[config.mk]
export PLATFORM = sky130hd
export DESIGN_NAME = lcdCtrlTop
export DESIGN_NICKNAME = d
export VERILOG_FILES = /design/src/verilog/isaPkg.sv /design/src/verilog/lcdPkg.sv /design/src/verilog/lcdBusIf.sv /design/src/verilog/coreCtrlIf.sv /design/src/verilog/programRom.sv /design/src/verilog/seqCore.sv /design/src/verilog/lcdPort.sv /design/src/verilog/ctrlRegs.sv /design/src/verilog/lcdCtrlTop.sv
export SDC_FILE = /design/constraint.sdc
export NUM_CORES = 1
export LEC_CHECK = 0
export ABC_AREA = 1
export BUFFER_PORTS_ARGS = -buffer_cell sky130_fd_sc_hd__buf_2
export CORE_AREA = 2 2 154 270
export CTS_CLUSTER_DIAMETER = 200
export DETAILED_ROUTE_END_ITERATION = 16
export DIE_AREA = 0 0 156 272
export GPL_ROUTABILITY_DRIVEN = 0
export PLACE_DENSITY = 0.59
export SKIP_CTS_REPAIR_TIMING = 1
export SKIP_LAST_GASP = 1
export SLEW_MARGIN = 10
export SYNTH_ARGS = -nofsm -noshare
export SYNTH_HDL_FRONTEND = slang
export SYNTH_SLANG_ARGS = --single-unit
export TNS_END_PERCENT = 5
[constraint.sdc]
create_clock -name clk -period 5.65 [get_ports clk]
set_input_delay 0.8475 -clock clk [delete_from_list [all_inputs] [get_ports clk]]
set_output_delay 0.8475 -clock clk [all_outputs]
set_load 0.02 [all_outputs]
[src/verilog/isaPkg.sv]
package isaPkg;

   localparam int NumRegs = 8;
   localparam int RomDepth = 256;

   typedef enum logic [3:0] {
      NOP,
      STO,
      ADD,
      SHL,
      BLE,
      JMP,
      CALL,
      RET,
      LCD_CMD,
      LCD_CHAR,
      LCD_ENB,
      HALT
   } opcodeT;

   typedef logic [7:0] regIdxT;   // Only low 3 bits decoded

   localparam regIdxT R0 = 8'd0;
   localparam regIdxT R1 = 8'd1;   // Wait inner counter
   localparam regIdxT R2 = 8'd2;   // Constant one
   localparam regIdxT R3 = 8'd3;   // Outer limit / enable count
   localparam regIdxT R4 = 8'd4;   // Inner limit
   localparam regIdxT R5 = 8'd5;   // Outer counter
   localparam regIdxT R6 = 8'd6;   // LCD data byte
   localparam regIdxT R7 = 8'd7;   // Constant four, nibble shift

   typedef struct packed {
      opcodeT      op;
      logic [7:0]  dst;
      logic [15:0] imm;
   } immFieldsT;

   typedef struct packed {
      opcodeT     op;
      logic [7:0] dst;
      regIdxT     srcA;
      regIdxT     srcB;
   } regFieldsT;

   typedef union packed {
      immFieldsT immV;
      regFieldsT regV;
   } instrT;

   // Entry points and loop heads of the ROM program
   localparam logic [7:0] LblExit = 8'd51;
   localparam logic [7:0] LblLongWait = 8'd52;
   localparam logic [7:0] LblLongLoop = 8'd54;
   localparam logic [7:0] LblShortWait = 8'd60;
   localparam logic [7:0] LblShortLoop = 8'd61;
   localparam logic [7:0] LblPutCmd = 8'd64;
   localparam logic [7:0] LblPutChar = 8'd71;
   localparam logic [7:0] LblCharSub = 8'd78;
   localparam logic [7:0] LblCmdSub = 8'd80;
   localparam logic [7:0] LblEnbPulse = 8'd81;
   localparam logic [7:0] LblEnbLoop = 8'd84;

endpackage

[src/verilog/lcdPkg.sv]
package lcdPkg;

   typedef logic [3:0] lcdNibbleT;

   localparam logic [7:0] ChH = 8'h48;
   localparam logic [7:0] ChO = 8'h4F;
   localparam logic [7:0] ChL = 8'h4C;
   localparam logic [7:0] ChA = 8'h41;
   localparam logic [7:0] ChSpace = 8'h20;
   localparam logic [7:0] ChM = 8'h4D;
   localparam logic [7:0] ChU = 8'h55;
   localparam logic [7:0] ChN = 8'h4E;
   localparam logic [7:0] ChD = 8'h44;

   localparam logic [7:0] CmdWake = 8'h30;        // Power-on nibble 3
   localparam logic [7:0] CmdFourBit = 8'h20;     // Switch to 4-bit bus
   localparam logic [7:0] CmdFuncSet = 8'h28;     // Two lines, 5x8 font
   localparam logic [7:0] CmdEntryMode = 8'h06;
   localparam logic [7:0] CmdDisplayOn = 8'h0C;
   localparam logic [7:0] CmdClear = 8'h01;

   typedef enum logic [3:0] {
      CTRL     = 4'h0,
      STATUS   = 4'h4,
      LASTNIB  = 4'h8,
      NIBCOUNT = 4'hC
   } regAddrT;

   localparam logic [1:0] RespOkay = 2'b00;
   localparam logic [1:0] RespSlvErr = 2'b10;

endpackage

[src/verilog/lcdBusIf.sv]
`timescale 1ns/1ps

interface lcdBusIf;

   logic        cmdWrite;    // Latch nibble with RS low
   logic        charWrite;   // Latch nibble with RS high
   logic        enbToggle;
   logic [15:0] data;        // Bits 7:4 go to the pins

   modport core (
      output cmdWrite, charWrite, enbToggle, data
   );

   modport port (
      input cmdWrite, charWrite, enbToggle, data
   );

endinterface

[src/verilog/coreCtrlIf.sv]
`timescale 1ns/1ps

interface coreCtrlIf;

   logic       run;       // Low holds the core
   logic       restart;   // Single-cycle pulse
   logic       halted;
   logic [7:0] pc;

   modport core (
      input  run, restart,
      output halted, pc
   );

   modport regs (
      output run, restart,
      input  halted, pc
   );

endinterface

[src/verilog/programRom.sv]
`timescale 1ns/1ps

module programRom import isaPkg::*, lcdPkg::*; #(
   parameter int WaitShift = 0
) (
   input  logic [$clog2(RomDepth)-1:0] address,
   output instrT                       instr
);

   function automatic logic [15:0] scaled(int unsigned count);
      int unsigned s;
      s = count >> WaitShift;
      return (s == 0) ? 16'd1 : s[15:0];
   endfunction

   function automatic instrT immOp(opcodeT op, logic [7:0] dst, logic [15:0] imm);
      instrT w;
      w.immV = '{op, dst, imm};
      return w;
   endfunction

   function automatic instrT regOp(opcodeT op, logic [7:0] dst, regIdxT a, regIdxT b);
      instrT w;
      w.regV = '{op, dst, a, b};
      return w;
   endfunction

   always_comb begin
      case (address)
         8'd0:  instr = immOp(STO, R2, 16'd1);
         8'd1:  instr = immOp(STO, R7, 16'd4);
         8'd2:  instr = immOp(STO, R6, {8'h00, CmdWake});
         // Power-on nibble sequence
         8'd3:  instr = immOp(STO, R3, scaled(24));
         8'd4:  instr = immOp(STO, R4, scaled(31250));
         8'd5:  instr = immOp(CALL, LblLongWait, 16'd0);     // About 15 ms
         8'd6:  instr = immOp(CALL, LblCmdSub, 16'd0);       // Nibble 3
         8'd7:  instr = immOp(STO, R3, scaled(8));
         8'd8:  instr = immOp(STO, R4, scaled(25625));
         8'd9:  instr = immOp(CALL, LblLongWait, 16'd0);
         8'd10: instr = immOp(CALL, LblCmdSub, 16'd0);       // Nibble 3
         8'd11: instr = immOp(STO, R4, scaled(5000));
         8'd12: instr = immOp(CALL, LblShortWait, 16'd0);
         8'd13: instr = immOp(CALL, LblCmdSub, 16'd0);       // Nibble 3
         8'd14: instr = immOp(STO, R4, scaled(2000));
         8'd15: instr = immOp(CALL, LblShortWait, 16'd0);
         8'd16: instr = immOp(STO, R6, {8'h00, CmdFourBit});
         8'd17: instr = immOp(CALL, LblCmdSub, 16'd0);       // Nibble 2
         8'd18: instr = immOp(STO, R4, scaled(2000));
         8'd19: instr = immOp(CALL, LblShortWait, 16'd0);
         // Full bytes from here on
         8'd20: instr = immOp(STO, R6, {8'h00, CmdFuncSet});
         8'd21: instr = immOp(CALL, LblPutCmd, 16'd0);
         8'd22: instr = immOp(STO, R6, {8'h00, CmdEntryMode});
         8'd23: instr = immOp(CALL, LblPutCmd, 16'd0);
         8'd24: instr = immOp(STO, R6, {8'h00, CmdDisplayOn});
         8'd25: instr = immOp(CALL, LblPutCmd, 16'd0);
         8'd26: instr = immOp(STO, R6, {8'h00, CmdClear});
         8'd27: instr = immOp(CALL, LblPutCmd, 16'd0);
         8'd28: instr = immOp(STO, R3, scaled(8));           // Clear needs a long wait
         8'd29: instr = immOp(STO, R4, scaled(10250));
         8'd30: instr = immOp(CALL, LblLongWait, 16'd0);
         8'd31: instr = immOp(STO, R6, {8'h00, ChH});
         8'd32: instr = immOp(CALL, LblPutChar, 16'd0);
         8'd33: instr = immOp(STO, R6, {8'h00, ChO});
         8'd34: instr = immOp(CALL, LblPutChar, 16'd0);
         8'd35: instr = immOp(STO, R6, {8'h00, ChL});
         8'd36: instr = immOp(CALL, LblPutChar, 16'd0);
         8'd37: instr = immOp(STO, R6, {8'h00, ChA});
         8'd38: instr = immOp(CALL, LblPutChar, 16'd0);
         8'd39: instr = immOp(STO, R6, {8'h00, ChSpace});
         8'd40: instr = immOp(CALL, LblPutChar, 16'd0);
         8'd41: instr = immOp(STO, R6, {8'h00, ChM});
         8'd42: instr = immOp(CALL, LblPutChar, 16'd0);
         8'd43: instr = immOp(STO, R6, {8'h00, ChU});
         8'd44: instr = immOp(CALL, LblPutChar, 16'd0);
         8'd45: instr = immOp(STO, R6, {8'h00, ChN});
         8'd46: instr = immOp(CALL, LblPutChar, 16'd0);
         8'd47: instr = immOp(STO, R6, {8'h00, ChD});
         8'd48: instr = immOp(CALL, LblPutChar, 16'd0);
         8'd49: instr = immOp(STO, R6, {8'h00, ChO});
         8'd50: instr = immOp(CALL, LblPutChar, 16'd0);
         8'd51: instr = immOp(HALT, R0, 16'd0);              // Exit, PC parks here
         // Nested wait, R4 inner limit and R3 outer limit
         8'd52: instr = immOp(STO, R1, 16'd0);
         8'd53: instr = immOp(STO, R5, 16'd0);
         8'd54: instr = regOp(ADD, R1, R1, R2);
         8'd55: instr = regOp(BLE, LblLongLoop, R1, R4);
         8'd56: instr = regOp(ADD, R5, R5, R2);
         8'd57: instr = immOp(STO, R1, 16'd0);
         8'd58: instr = regOp(BLE, LblLongLoop, R5, R3);
         8'd59: instr = immOp(RET, R0, 16'd0);
         8'd60: instr = immOp(STO, R1, 16'd0);
         8'd61: instr = regOp(ADD, R1, R1, R2);
         8'd62: instr = regOp(BLE, LblShortLoop, R1, R4);
         8'd63: instr = immOp(RET, R0, 16'd0);
         // Byte writers, high nibble then low nibble
         8'd64: instr = immOp(CALL, LblCmdSub, 16'd0);
         8'd65: instr = immOp(STO, R4, scaled(50));
         8'd66: instr = immOp(CALL, LblShortWait, 16'd0);
         8'd67: instr = regOp(SHL, R6, R6, R7);
         8'd68: instr = immOp(CALL, LblCmdSub, 16'd0);
         8'd69: instr = immOp(STO, R4, scaled(2000));
         8'd70: instr = immOp(JMP, LblShortWait, 16'd0);     // Tail call
         8'd71: instr = immOp(CALL, LblCharSub, 16'd0);
         8'd72: instr = immOp(STO, R4, scaled(50));
         8'd73: instr = immOp(CALL, LblShortWait, 16'd0);
         8'd74: instr = regOp(SHL, R6, R6, R7);
         8'd75: instr = immOp(CALL, LblCharSub, 16'd0);
         8'd76: instr = immOp(STO, R4, scaled(2000));
         8'd77: instr = immOp(JMP, LblShortWait, 16'd0);
         8'd78: instr = regOp(LCD_CHAR, R0, R6, R0);
         8'd79: instr = immOp(JMP, LblEnbPulse, 16'd0);
         8'd80: instr = regOp(LCD_CMD, R0, R6, R0);
         // Shared E pulse, 13 loop passes high
         8'd81: instr = immOp(STO, R5, 16'd0);
         8'd82: instr = immOp(STO, R3, 16'd12);
         8'd83: instr = regOp(LCD_ENB, R0, R0, R0);          // E rises
         8'd84: instr = regOp(ADD, R5, R5, R2);
         8'd85: instr = regOp(BLE, LblEnbLoop, R5, R3);
         8'd86: instr = regOp(LCD_ENB, R0, R0, R0);          // E falls, nibble taken
         8'd87: instr = immOp(RET, R0, 16'd0);
         default: instr = immOp(NOP, R0, 16'd0);
      endcase
   end

endmodule

[src/verilog/seqCore.sv]
`timescale 1ns/1ps

module seqCore import isaPkg::*; #(
   parameter int StackDepth = 4
) (
   input  logic                       clk,
   input  logic                       rstN,
   output logic [$clog2(RomDepth)-1:0] pcOut,
   input  instrT                      instr,
   lcdBusIf.core                      lcdBus,
   coreCtrlIf.core                    ctrl
);

   localparam int IdxBits = $clog2(NumRegs);
   localparam int PcBits = $clog2(RomDepth);
   localparam int DepthBits = $clog2(StackDepth + 1);

   logic [PcBits-1:0]    pc;
   logic [PcBits-1:0]    pcNext;
   logic [PcBits-1:0]    pcInc;
   logic [PcBits-1:0]    target;
   logic [15:0]          rf [NumRegs];
   logic [PcBits-1:0]    stack [StackDepth];   // Entry 0 is the top
   logic [DepthBits-1:0] depth;
   logic                 halted;
   logic                 exec;
   opcodeT               op;
   logic [IdxBits-1:0]   dstIdx;
   logic [15:0]          srcA;
   logic [15:0]          srcB;

   // Both views share the opcode and the first byte
   assign op = instr.immV.op;
   assign dstIdx = instr.immV.dst[IdxBits-1:0];
   assign target = instr.regV.dst[PcBits-1:0];
   assign srcA = rf[instr.regV.srcA[IdxBits-1:0]];
   assign srcB = rf[instr.regV.srcB[IdxBits-1:0]];

   assign exec = ctrl.run && !halted && !ctrl.restart;
   assign pcInc = pc + 1'b1;

   always_comb begin
      pcNext = pcInc;
      case (op)
         BLE: begin
            if (srcA <= srcB) begin
               pcNext = target;
            end
         end
         JMP, CALL: pcNext = target;
         RET: begin
            if (depth != '0) begin   // Empty stack falls through
               pcNext = stack[0];
            end
         end
         HALT: pcNext = pc;
         default: ;
      endcase
   end

   always_ff @(posedge clk) begin
      if (!rstN || ctrl.restart) begin
         pc <= '0;
         depth <= '0;
         halted <= 1'b0;
      end else if (exec) begin
         pc <= pcNext;
         if (op == HALT) begin
            halted <= 1'b1;
         end
         if (op == CALL && depth != DepthBits'(StackDepth)) begin
            depth <= depth + 1'b1;   // Saturates, oldest entry falls off
         end else if (op == RET && depth != '0) begin
            depth <= depth - 1'b1;
         end
      end
   end

   always_ff @(posedge clk) begin
      if (exec) begin
         case (op)
            STO: rf[dstIdx] <= instr.immV.imm;
            ADD: rf[dstIdx] <= srcA + srcB;
            SHL: rf[dstIdx] <= srcA << srcB;
            default: ;
         endcase
         if (op == CALL) begin
            stack[0] <= pcInc;
            for (int i = 1; i < StackDepth; i++) begin
               stack[i] <= stack[i-1];
            end
         end else if (op == RET) begin
            for (int i = 0; i < StackDepth - 1; i++) begin
               stack[i] <= stack[i+1];
            end
         end
      end
   end

   // One strobe per LCD opcode
   assign lcdBus.cmdWrite = exec && op == LCD_CMD;
   assign lcdBus.charWrite = exec && op == LCD_CHAR;
   assign lcdBus.enbToggle = exec && op == LCD_ENB;
   assign lcdBus.data = srcA;

   assign pcOut = pc;
   assign ctrl.pc = pc;
   assign ctrl.halted = halted;

endmodule

[src/verilog/lcdPort.sv]
`timescale 1ns/1ps

module lcdPort import lcdPkg::*; (
   input  logic       clk,
   input  logic       rstN,
   lcdBusIf.port      lcdBus,
   output logic       lcdRs,
   output logic       lcdE,
   output lcdNibbleT  lcdD,
   output lcdNibbleT  lastNibble,
   output logic       lastRs,
   output logic [7:0] nibbleCount
);

   logic eFall;

   // E drops on the next edge
   assign eFall = lcdBus.enbToggle && lcdE;

   always_ff @(posedge clk) begin
      if (!rstN) begin
         lcdRs <= 1'b0;
         lcdE <= 1'b0;
         lcdD <= '0;
         lastNibble <= '0;
         lastRs <= 1'b0;
         nibbleCount <= '0;
      end else begin
         if (lcdBus.cmdWrite || lcdBus.charWrite) begin
            lcdD <= lcdBus.data[7:4];
            lcdRs <= lcdBus.charWrite;
         end
         if (lcdBus.enbToggle) begin
            lcdE <= !lcdE;
         end
         if (eFall) begin
            lastNibble <= lcdD;   // Pins still hold the nibble being taken
            lastRs <= lcdRs;
            nibbleCount <= nibbleCount + 1'b1;   // Wraps at 256
         end
      end
   end

endmodule

[src/verilog/ctrlRegs.sv]
`timescale 1ns/1ps

module ctrlRegs import lcdPkg::*; (
   input  logic        clk,
   input  logic        rstN,
   input  logic [7:0]  awaddr,
   input  logic        awvalid,
   output logic        awready,
   input  logic [31:0] wdata,
   input  logic [3:0]  wstrb,
   input  logic        wvalid,
   output logic        wready,
   output logic [1:0]  bresp,
   output logic        bvalid,
   input  logic        bready,
   input  logic [7:0]  araddr,
   input  logic        arvalid,
   output logic        arready,
   output logic [31:0] rdata,
   output logic [1:0]  rresp,
   output logic        rvalid,
   input  logic        rready,
   coreCtrlIf.regs     ctrl,
   input  lcdNibbleT   lastNibble,
   input  logic        lastRs,
   input  logic [7:0]  nibbleCount
);

   logic        awHeld;
   logic        wHeld;
   logic [7:0]  awAddrQ;
   logic [31:0] wDataQ;
   logic [3:0]  wStrbQ;
   logic        awHit;
   logic        wHit;
   logic        doWrite;
   logic [7:0]  wrAddr;
   logic [31:0] wrData;
   logic [3:0]  wrStrb;
   logic        ctrlWr;
   logic        run;
   logic        restart;
   logic [31:0] rdNext;

   function automatic logic mapped(logic [7:0] a);
      return a[7:4] == 4'h0 && a[1:0] == 2'b00;
   endfunction

   assign awready = !awHeld && !bvalid;
   assign wready = !wHeld && !bvalid;
   assign arready = !rvalid;
   assign awHit = awvalid && awready;
   assign wHit = wvalid && wready;

   // Address and data may come in either order
   assign wrAddr = awHeld ? awAddrQ : awaddr;
   assign wrData = wHeld ? wDataQ : wdata;
   assign wrStrb = wHeld ? wStrbQ : wstrb;
   assign doWrite = (awHeld || awHit) && (wHeld || wHit);
   assign ctrlWr = doWrite && mapped(wrAddr) && wrAddr[3:0] == CTRL && wrStrb[0];

   always_ff @(posedge clk) begin
      if (!rstN) begin
         awHeld <= 1'b0;
         wHeld <= 1'b0;
         bvalid <= 1'b0;
         rvalid <= 1'b0;
         run <= 1'b1;
         restart <= 1'b0;
      end else begin
         restart <= ctrlWr && wrData[1];
         if (ctrlWr) begin
            run <= wrData[0];
         end
         if (doWrite) begin
            awHeld <= 1'b0;
            wHeld <= 1'b0;
            bvalid <= 1'b1;
         end else begin
            if (awHit) begin
               awHeld <= 1'b1;
            end
            if (wHit) begin
               wHeld <= 1'b1;
            end
            if (bvalid && bready) begin
               bvalid <= 1'b0;
            end
         end
         if (arvalid && arready) begin
            rvalid <= 1'b1;
         end else if (rready) begin
            rvalid <= 1'b0;
         end
      end
   end

   always_comb begin
      rdNext = '0;
      case (araddr[3:0])
         CTRL:     rdNext = {31'b0, run};
         STATUS:   rdNext = {16'b0, ctrl.pc, 7'b0, ctrl.halted};
         LASTNIB:  rdNext = {27'b0, lastRs, lastNibble};
         NIBCOUNT: rdNext = {24'b0, nibbleCount};
         default: ;
      endcase
   end

   always_ff @(posedge clk) begin
      if (awHit) begin
         awAddrQ <= awaddr;
      end
      if (wHit) begin
         wDataQ <= wdata;
         wStrbQ <= wstrb;
      end
      if (doWrite) begin
         bresp <= mapped(wrAddr) ? RespOkay : RespSlvErr;
      end
      if (arvalid && arready) begin
         rdata <= mapped(araddr) ? rdNext : '0;
         rresp <= mapped(araddr) ? RespOkay : RespSlvErr;
      end
   end

   assign ctrl.run = run;
   assign ctrl.restart = restart;

endmodule

[src/verilog/lcdCtrlTop.sv]
`timescale 1ns/1ps

module lcdCtrlTop import isaPkg::*, lcdPkg::*; #(
   parameter int WaitShift = 0,
   parameter int StackDepth = 4
) (
   input  logic        clk,
   input  logic        rstN,
   input  logic [7:0]  awaddr,
   input  logic        awvalid,
   output logic        awready,
   input  logic [31:0] wdata,
   input  logic [3:0]  wstrb,
   input  logic        wvalid,
   output logic        wready,
   output logic [1:0]  bresp,
   output logic        bvalid,
   input  logic        bready,
   input  logic [7:0]  araddr,
   input  logic        arvalid,
   output logic        arready,
   output logic [31:0] rdata,
   output logic [1:0]  rresp,
   output logic        rvalid,
   input  logic        rready,
   output logic        lcdRs,
   output logic        lcdE,
   output lcdNibbleT   lcdD
);

   logic [$clog2(RomDepth)-1:0] romAddr;
   instrT                       romInstr;
   lcdNibbleT                   lastNibble;
   logic                        lastRs;
   logic [7:0]                  nibbleCount;

   lcdBusIf lcdBus ();
   coreCtrlIf ctrl ();

   programRom #(.WaitShift(WaitShift)) uRom (
      .address(romAddr),
      .instr  (romInstr)
   );

   seqCore #(.StackDepth(StackDepth)) uCore (
      .clk   (clk),
      .rstN  (rstN),
      .pcOut (romAddr),
      .instr (romInstr),
      .lcdBus(lcdBus.core),
      .ctrl  (ctrl.core)
   );

   lcdPort uPort (
      .clk        (clk),
      .rstN       (rstN),
      .lcdBus     (lcdBus.port),
      .lcdRs      (lcdRs),
      .lcdE       (lcdE),
      .lcdD       (lcdD),
      .lastNibble (lastNibble),
      .lastRs     (lastRs),
      .nibbleCount(nibbleCount)
   );

   ctrlRegs uRegs (
      .clk        (clk),
      .rstN       (rstN),
      .awaddr     (awaddr),
      .awvalid    (awvalid),
      .awready    (awready),
      .wdata      (wdata),
      .wstrb      (wstrb),
      .wvalid     (wvalid),
      .wready     (wready),
      .bresp      (bresp),
      .bvalid     (bvalid),
      .bready     (bready),
      .araddr     (araddr),
      .arvalid    (arvalid),
      .arready    (arready),
      .rdata      (rdata),
      .rresp      (rresp),
      .rvalid     (rvalid),
      .rready     (rready),
      .ctrl       (ctrl.regs),
      .lastNibble (lastNibble),
      .lastRs     (lastRs),
      .nibbleCount(nibbleCount)
   );

endmodule

==> impl_results.rst, run 1 <==
.. list-table::
   :header-rows: 1

   * - Metric
     - Value
   * - Result of the run
     - completed
   * - Via count of the first global-routing pass
     - 13700
   * - Post-layout total power
     - 9.03 mW
   * - Post-synthesis to final-layout area growth
     - 12.5%
   * - Fin. max-slew vios
     - 0
   * - Top area cells in the synthesized netlist
     - edfxtp_1, nand2_1, dfxtp_1
   * - Drt first pass iters
     - 8
   * - Top cell family by delay on the critical path
     - simple AND/OR/NAND/NOR gates
   * - Post-synth top cells
     - nand2_1, edfxtp_1, inv_1
   * - X dimension of the die
     - 156 um
   * - Reg2reg setup slack
     - 0.28 ns
   * - Maximum root-to-sink buffer count
     - 3
   * - FF-to-FF path depth
     - 25
   * - Cell depth of the worst min-delay path
     - 1
   * - Main synth FF type
     - edfxtp_1
   * - Final net count
     - 2140
   * - FF+latch count, synth
     - 252
   * - Remaining antenna violation count after routing
     - 0
   * - Clock transition at the registers of the reported paths
     - 0.07 ns
   * - TritonCTS clock tree
     - yes
   * - Maximum clock rate
     - 0.186 GHz
   * - Buffers added on ports
     - 54
   * - Half-perimeter wire length after placement
     - 36.7 mm
   * - Ys Warns
     - 0
   * - Endpoints failing setup
     - 0
   * - Total Neg Setup Slack
     - 0 ns
   * - Top-count cell post-synth
     - nand2_1
   * - Post-synth top area cell
     - edfxtp_1
   * - Final hold violation count
     - 0
   * - Worst IR drop on VDD
     - 297 uV
   * - Post-synthesis cell area
     - 0.0151 mm2
   * - Starting density of the core
     - 0.376
   * - Post-Route Skew
     - 0.0274 ns
   * - Number of remaining DRC errors
     - 0
   * - Via count
     - 14300
   * - Clock net sink count
     - 252
   * - Detailed router's first-iteration violation count
     - 1375
   * - Endpoint class of the critical path
     - register
   * - Layout fillers
     - 4048
   * - Post-Synthesis Cells
     - 1963
   * - Tightest Hold Check Type
     - reg2reg
   * - Source of the worst register-to-register timing path
     - uCore.ctrl.pc[7]
   * - All-layer global routing usage
     - 0.234
   * - Classification of the worst setup path
     - reg2reg
   * - Number of H-tree branching levels
     - 1
   * - Portion of the clock cycle consumed by the worst path in the final layout
     - 0.950
   * - Num rows
     - 98
   * - Crit path arrival time
     - 5.87 ns
   * - Overall die area
     - 0.0424 mm2
   * - Detailed-route wire length per cell
     - 19.7 um
   * - Global-route wire length before repair
     - 76.3 mm
   * - Clock tree root buffer cell
     - clkbuf_16
   * - Unrepaired setup endpoints after global routing
     - true
   * - Lkg Pwr
     - 7.40 nW
   * - Tightest Pin Transition
     - 0.893 ns
   * - Distinct cells, synth
     - 57
   * - CP dominant cell by count
     - nand2_1
   * - Count of antenna diodes in the layout
     - 0
   * - Overall overflow remaining after global route
     - 0
   * - Longest individual stage delay on the worst path
     - 0.66 ns
   * - Total power per unit cell area
     - 530 mW/mm2
   * - Top-area cell type share of the netlist area
     - 0.375
   * - Largest driver fanout on the critical path
     - 12
   * - Post-synth EDFFs
     - 189
   * - Sequential cell area fraction in the yosys report
     - 0.458
   * - Die Y
     - 272 um
   * - Clock latency at the later pin of the worst-skew pair
     - 0.56 ns
   * - Normalized max-slew margin
     - 0.403
   * - Min cycle time layout
     - 5.37 ns
   * - Placeable core area
     - 0.0403 mm2
   * - Drt total wl
     - 50.4 mm
   * - Share of flip-flops with an asynchronous set or reset after synthesis
     - 0
   * - Hold path startpoint
     - uPort.nibbleCount[7]
   * - CTS buffer count
     - 24
   * - Fraction of final layout cells with drive strength greater than 1
     - 0.107
   * - Startpoint kind of the worst setup timing path
     - register
   * - Vias per cell
     - 5.58
   * - Post-Syn Area per Cell
     - 7.72 um2
   * - Largest net degree at the start of global routing
     - 37
   * - Sink of the worst hold path
     - uPort.nibbleCount[7]
   * - WP data required
     - 6.15 ns
   * - Count of pins on the block boundary
     - 106
   * - Antenna violations before repair
     - 0
   * - Slowest cell on the critical path
     - o31ai_1
   * - Number of buffers and inverters on the critical path
     - 5
   * - Max Cap Violations
     - 0
placed cells by master (no fill, tap or decap), types with 4 or more instances in the layout:
cell type and count:
nand2_2 5, nor4_1 5, nand4_1 21, buf_12 4, nand3_1 169, clkbuf_16 24, edfxtp_1 189, dfxtp_1 63
o21ai_2 4, nand2_1 610, nor2_4 4, nor3b_1 6, buf_2 54, inv_2 10, o22ai_1 16, ha_1 37
a221oi_1 26, nor2_2 11, o21ai_1 17, inv_1 170, xor2_1 7, clkbuf_1 5, a31oi_1 5, a211oi_1 4
o211ai_1 10, a21oi_1 119, buf_4 82, o31ai_1 16, clkinv_2 5, o21ai_0 141, conb_1 18, a32o_1 7
nor3_1 33, nor2_1 111, clkinv_1 5
logic make-up after synthesis:
group	count (synthesis)	synth area share
and+or+nand+nor	986	0.272
AOI/OAI and AO/OA	387	0.149
adders and majority gates	39	0.0332
DFF	252	0.458
xor gates and xnor gates	9	0.00520
buffers and inverters	287	0.0812
muxes	2	0.00132
other	1	0.000248
worst register-to-register path, delay by kind of cell, from the launching register on:
| family | cells | cell delay [ns] |
|---|---|---|
| AOI/OAI and AO/OA | 5 | 1.50 |
| and+or+nand+nor | 13 | 2.12 |
| buffers and inverters | 5 | 0.69 |
| adders and majority gates | 2 | 0.72 |
| DFF | 1 | 0.32 |
cell type report:
class / count / area (um2) / area share
clock buffer: 31 / 647 / 0.0380
multi-input combinational: 1441 / 7090 / 0.416
timing repair buffer: 140 / 966 / 0.0567
clock inverter: 13 / 85.1 / 0.00499
sequential: 252 / 6940 / 0.407
tap: 500 / 626 / 0.0367
inverter: 183 / 689 / 0.0405
report_power, final:
group	total [mW]	switching [mW]	internal (mW)
Clock	1.52	0.701	0.815
Sequential	2.64	0.152	2.49
Combinational	4.87	3.42	1.46
Total	9.03	4.27	4.76
routing by layer:
metal  track usage  vias up  part of all wire
met2         0.430      642              0.51
li1              -     6806                 -
met3        0.0309      224             0.055
met5             0        -                 0
met1         0.237     6618              0.35
met4         0.181        0             0.088
per-stage QoR:
step / area [um2] / hold WS (ns) / worst slack, ns / utilization / cells
after floorplan: 15200 / 0.418 / 1.01 / - / 1980
after global placement: 16300 / 0.431 / 0.462 / 0.404 / 2516
after detailed placement: 16300 / 0.433 / 0.446 / 0.404 / 2516
after CTS: 17000 / 0.446 / 0.425 / 0.422 / 2560
after global routing: 17000 / 0.459 / -0.0829 / 0.422 / 2560
final: 17000 / 0.444 / 0.282 / 0.422 / 2560
worst max-delay path by stage:
stage          slack [ns]  endpoint             start  cells past startpoint
5_1_grt             -0.08  register  uCore.ctrl.pc[7]                     29
2_1_floorplan        1.01  register  uCore.ctrl.pc[7]                     33
3_3_place_gp         0.46  register  uCore.ctrl.pc[7]                     24
6_report             0.28  register  uCore.ctrl.pc[7]                     25
4_1_cts              0.43  register  uCore.ctrl.pc[7]                     26
3_5_place_dp         0.45  register  uCore.ctrl.pc[7]                     24
(Power assumes the default switching activity.)
==> run 2: changes to the inputs <==
--- a/config.mk
+++ b/config.mk
@@ -7,12 +7,12 @@
 export LEC_CHECK = 0
 export ABC_AREA = 1
 export BUFFER_PORTS_ARGS = -buffer_cell sky130_fd_sc_hd__buf_2
-export CORE_AREA = 2 2 154 270
+export CORE_AREA = 2 2 142 248
 export CTS_CLUSTER_DIAMETER = 200
 export DETAILED_ROUTE_END_ITERATION = 16
-export DIE_AREA = 0 0 156 272
+export DIE_AREA = 0 0 144 250
 export GPL_ROUTABILITY_DRIVEN = 0
-export PLACE_DENSITY = 0.59
+export PLACE_DENSITY = 0.67
 export SKIP_CTS_REPAIR_TIMING = 1
 export SKIP_LAST_GASP = 1
 export SLEW_MARGIN = 10
==> run 2 against run 1 <==
- hold slack better by 0.0046 ns
- final area up 2.2%
- via count up 2.2%
- non-clock buffer count up 52
- routed wire length down 0.74%
- die area down 15%
- combinational power up 5.1%
- largest cell class unchanged
==> impl_results.rst, run 2 (synthesis results as in run 1) <==
.. list-table::
   :header-rows: 1

   * - Metric
     - Value
   * - Result of the run
     - completed
   * - Antenna violations before repair
     - 0
   * - Startpoint kind of the worst setup timing path
     - register
   * - Most common cell after layout, fill and taps aside
     - nand2_1
   * - Half-perimeter wire length after placement
     - 36.4 mm
   * - Buffers added on ports
     - 54
   * - Maximum root-to-sink buffer count
     - 3
   * - Worst path setup slack after routing
     - 0.158 ns
   * - Normalized max-slew margin
     - 0.444
   * - Starting density of the core
     - 0.444
   * - Met1 Use GR
     - 0.278
   * - Unrepaired setup endpoints after global routing
     - true
   * - Remaining antenna violation count after routing
     - 0
   * - Overall overflow remaining after global route
     - 0
   * - Detailed-route wire length per cell
     - 19.5 um
   * - Lkg Pwr
     - 7.67 nW
   * - Fin. max-slew vios
     - 0
   * - Endpoints failing setup
     - 0
   * - Count of pins on the block boundary
     - 106
   * - Placed inst area
     - 0.0167 mm2
   * - Num rows
     - 90
   * - Layout fillers
     - 3259
   * - Global-route wire length before repair
     - 76.2 mm
   * - X dimension of the die
     - 144 um
   * - Max Cap Violations
     - 0
   * - Classification of the worst setup path
     - reg2reg
   * - Die Y
     - 250 um
   * - Worst hold margin
     - 0.448 ns
   * - Maximum clock rate
     - 0.182 GHz
   * - Hold path startpoint
     - uCore.stack[2][7]
   * - Final hold violation count
     - 0
   * - Number of H-tree branching levels
     - 1
   * - Crit path arrival time
     - 5.96 ns
   * - Worst IR drop on VDD
     - 320 uV
   * - Non-Filler Cell Area, Final
     - 0.0174 mm2
   * - Endpoint class of the critical path
     - register
   * - All-layer global routing usage
     - 0.277
   * - Drt total wl
     - 50.1 mm
   * - Worst setup slack before clock tree synthesis
     - 0.419 ns
   * - Via count of the first global-routing pass
     - 14300
   * - Clock latency at the later pin of the worst-skew pair
     - 0.56 ns
   * - Fraction of final layout cells with drive strength greater than 1
     - 0.129
   * - Commonest cells after routing, fill and taps aside
     - nand2_1, edfxtp_1, inv_1
   * - Busiest layer in global routing
     - met2
   * - Portion of the clock cycle consumed by the worst path in the final layout
     - 0.972
   * - Tightest Hold Check Type
     - reg2reg
   * - Tightest Pin Transition
     - 0.825 ns
   * - Source of the critical timing path
     - uCore.ctrl.pc[7]
   * - Detailed router's first-iteration violation count
     - 1342
   * - Clock tree root buffer cell
     - clkbuf_16
   * - Slowest cell on the critical path
     - o21ai_0
   * - Largest driver fanout on the critical path
     - 29
   * - Largest net degree at the start of global routing
     - 52
   * - Met3 layer usage reported by global route
     - 0.0366
   * - TritonCTS clock tree
     - yes
   * - Clock net sink count
     - 252
   * - Post-Route Skew
     - 0.0300 ns
   * - Final net count
     - 2191
   * - Number of remaining DRC errors
     - 0
   * - Post-synthesis to final-layout area growth
     - 15.0%
   * - Min cycle time layout
     - 5.49 ns
   * - Vias per cell
     - 5.68
   * - Count of antenna diodes in the layout
     - 0
   * - Longest individual stage delay on the worst path
     - 0.68 ns
   * - Placeable core area
     - 0.0341 mm2
   * - Total power per unit cell area
     - 534 mW/mm2
   * - Drt first pass iters
     - 8
   * - Global-route met2 utilization
     - 0.503
   * - Overall die area
     - 0.0360 mm2
   * - CP dominant cell by count
     - nand2_1
   * - Source of the worst register-to-register timing path
     - uCore.ctrl.pc[7]
   * - WP data required
     - 6.12 ns
   * - Clock transition at the registers of the reported paths
     - 0.08 ns
   * - CTS buffer count
     - 23
   * - Via count
     - 14600
run 2: final cells by class:
type	count	area [um2]	area share
clock buffer	30	632	0.0363
clock inverter	12	95.1	0.00546
inverter	183	687	0.0394
multi-input combinational	1441	7090	0.407
sequential	252	6940	0.398
tap	460	576	0.0330
timing repair buffer	192	1400	0.0805
run 2: path summary, 6_finish.rpt:
path                  endpoint  slack (ns)  cells past startpoint
max                   register        0.16                     30
min          uCore.stack[3][7]        0.45                      0
max reg2reg           register        0.16                     30
min reg2reg  uCore.stack[3][7]        0.45                      0
run 2: worst max-delay path: cells and delay by family (launching register included):
kind,cells,cell delay [ns]
AOI/OAI and AO/OA,3,1.12
adders and majority gates,1,0.33
buffers and inverters,10,1.34
DFF,1,0.53
and+or+nand+nor,16,2.05
run 2: where the power goes:
part / total [mW] / internal (mW) / leakage (nW) / switching [mW]
logic: 5.12 / 1.68 / 5.02 / 3.44
clock network: 1.53 / 0.838 / 0.366 / 0.696
registers: 2.64 / 2.49 / 2.28 / 0.153
run 2: per-stage QoR:
| stage | util | setup TNS [ns] | instances | total power [mW] |
|---|---|---|---|---|
| after floorplan | - | 0 | 1980 | 5.74 |
| after detailed placement | 0.489 | 0 | 2528 | 7.62 |
| final | 0.510 | 0 | 2570 | 9.30 |
| after global routing | 0.510 | -0.407 | 2570 | 9.84 |
| after global placement | 0.489 | 0 | 2528 | 7.54 |
| after CTS | 0.510 | 0 | 2570 | 9.16 |
run 2: metal layers:
layer / part of all wire / wire length [um] / vias up
li1: - / - / 6910
met1: 0.33 / 16500 / 6702
met2: 0.52 / 25900 / 721
met3: 0.062 / 3080 / 265
met4: 0.091 / 4570 / 0
met5: 0 / 0 / -
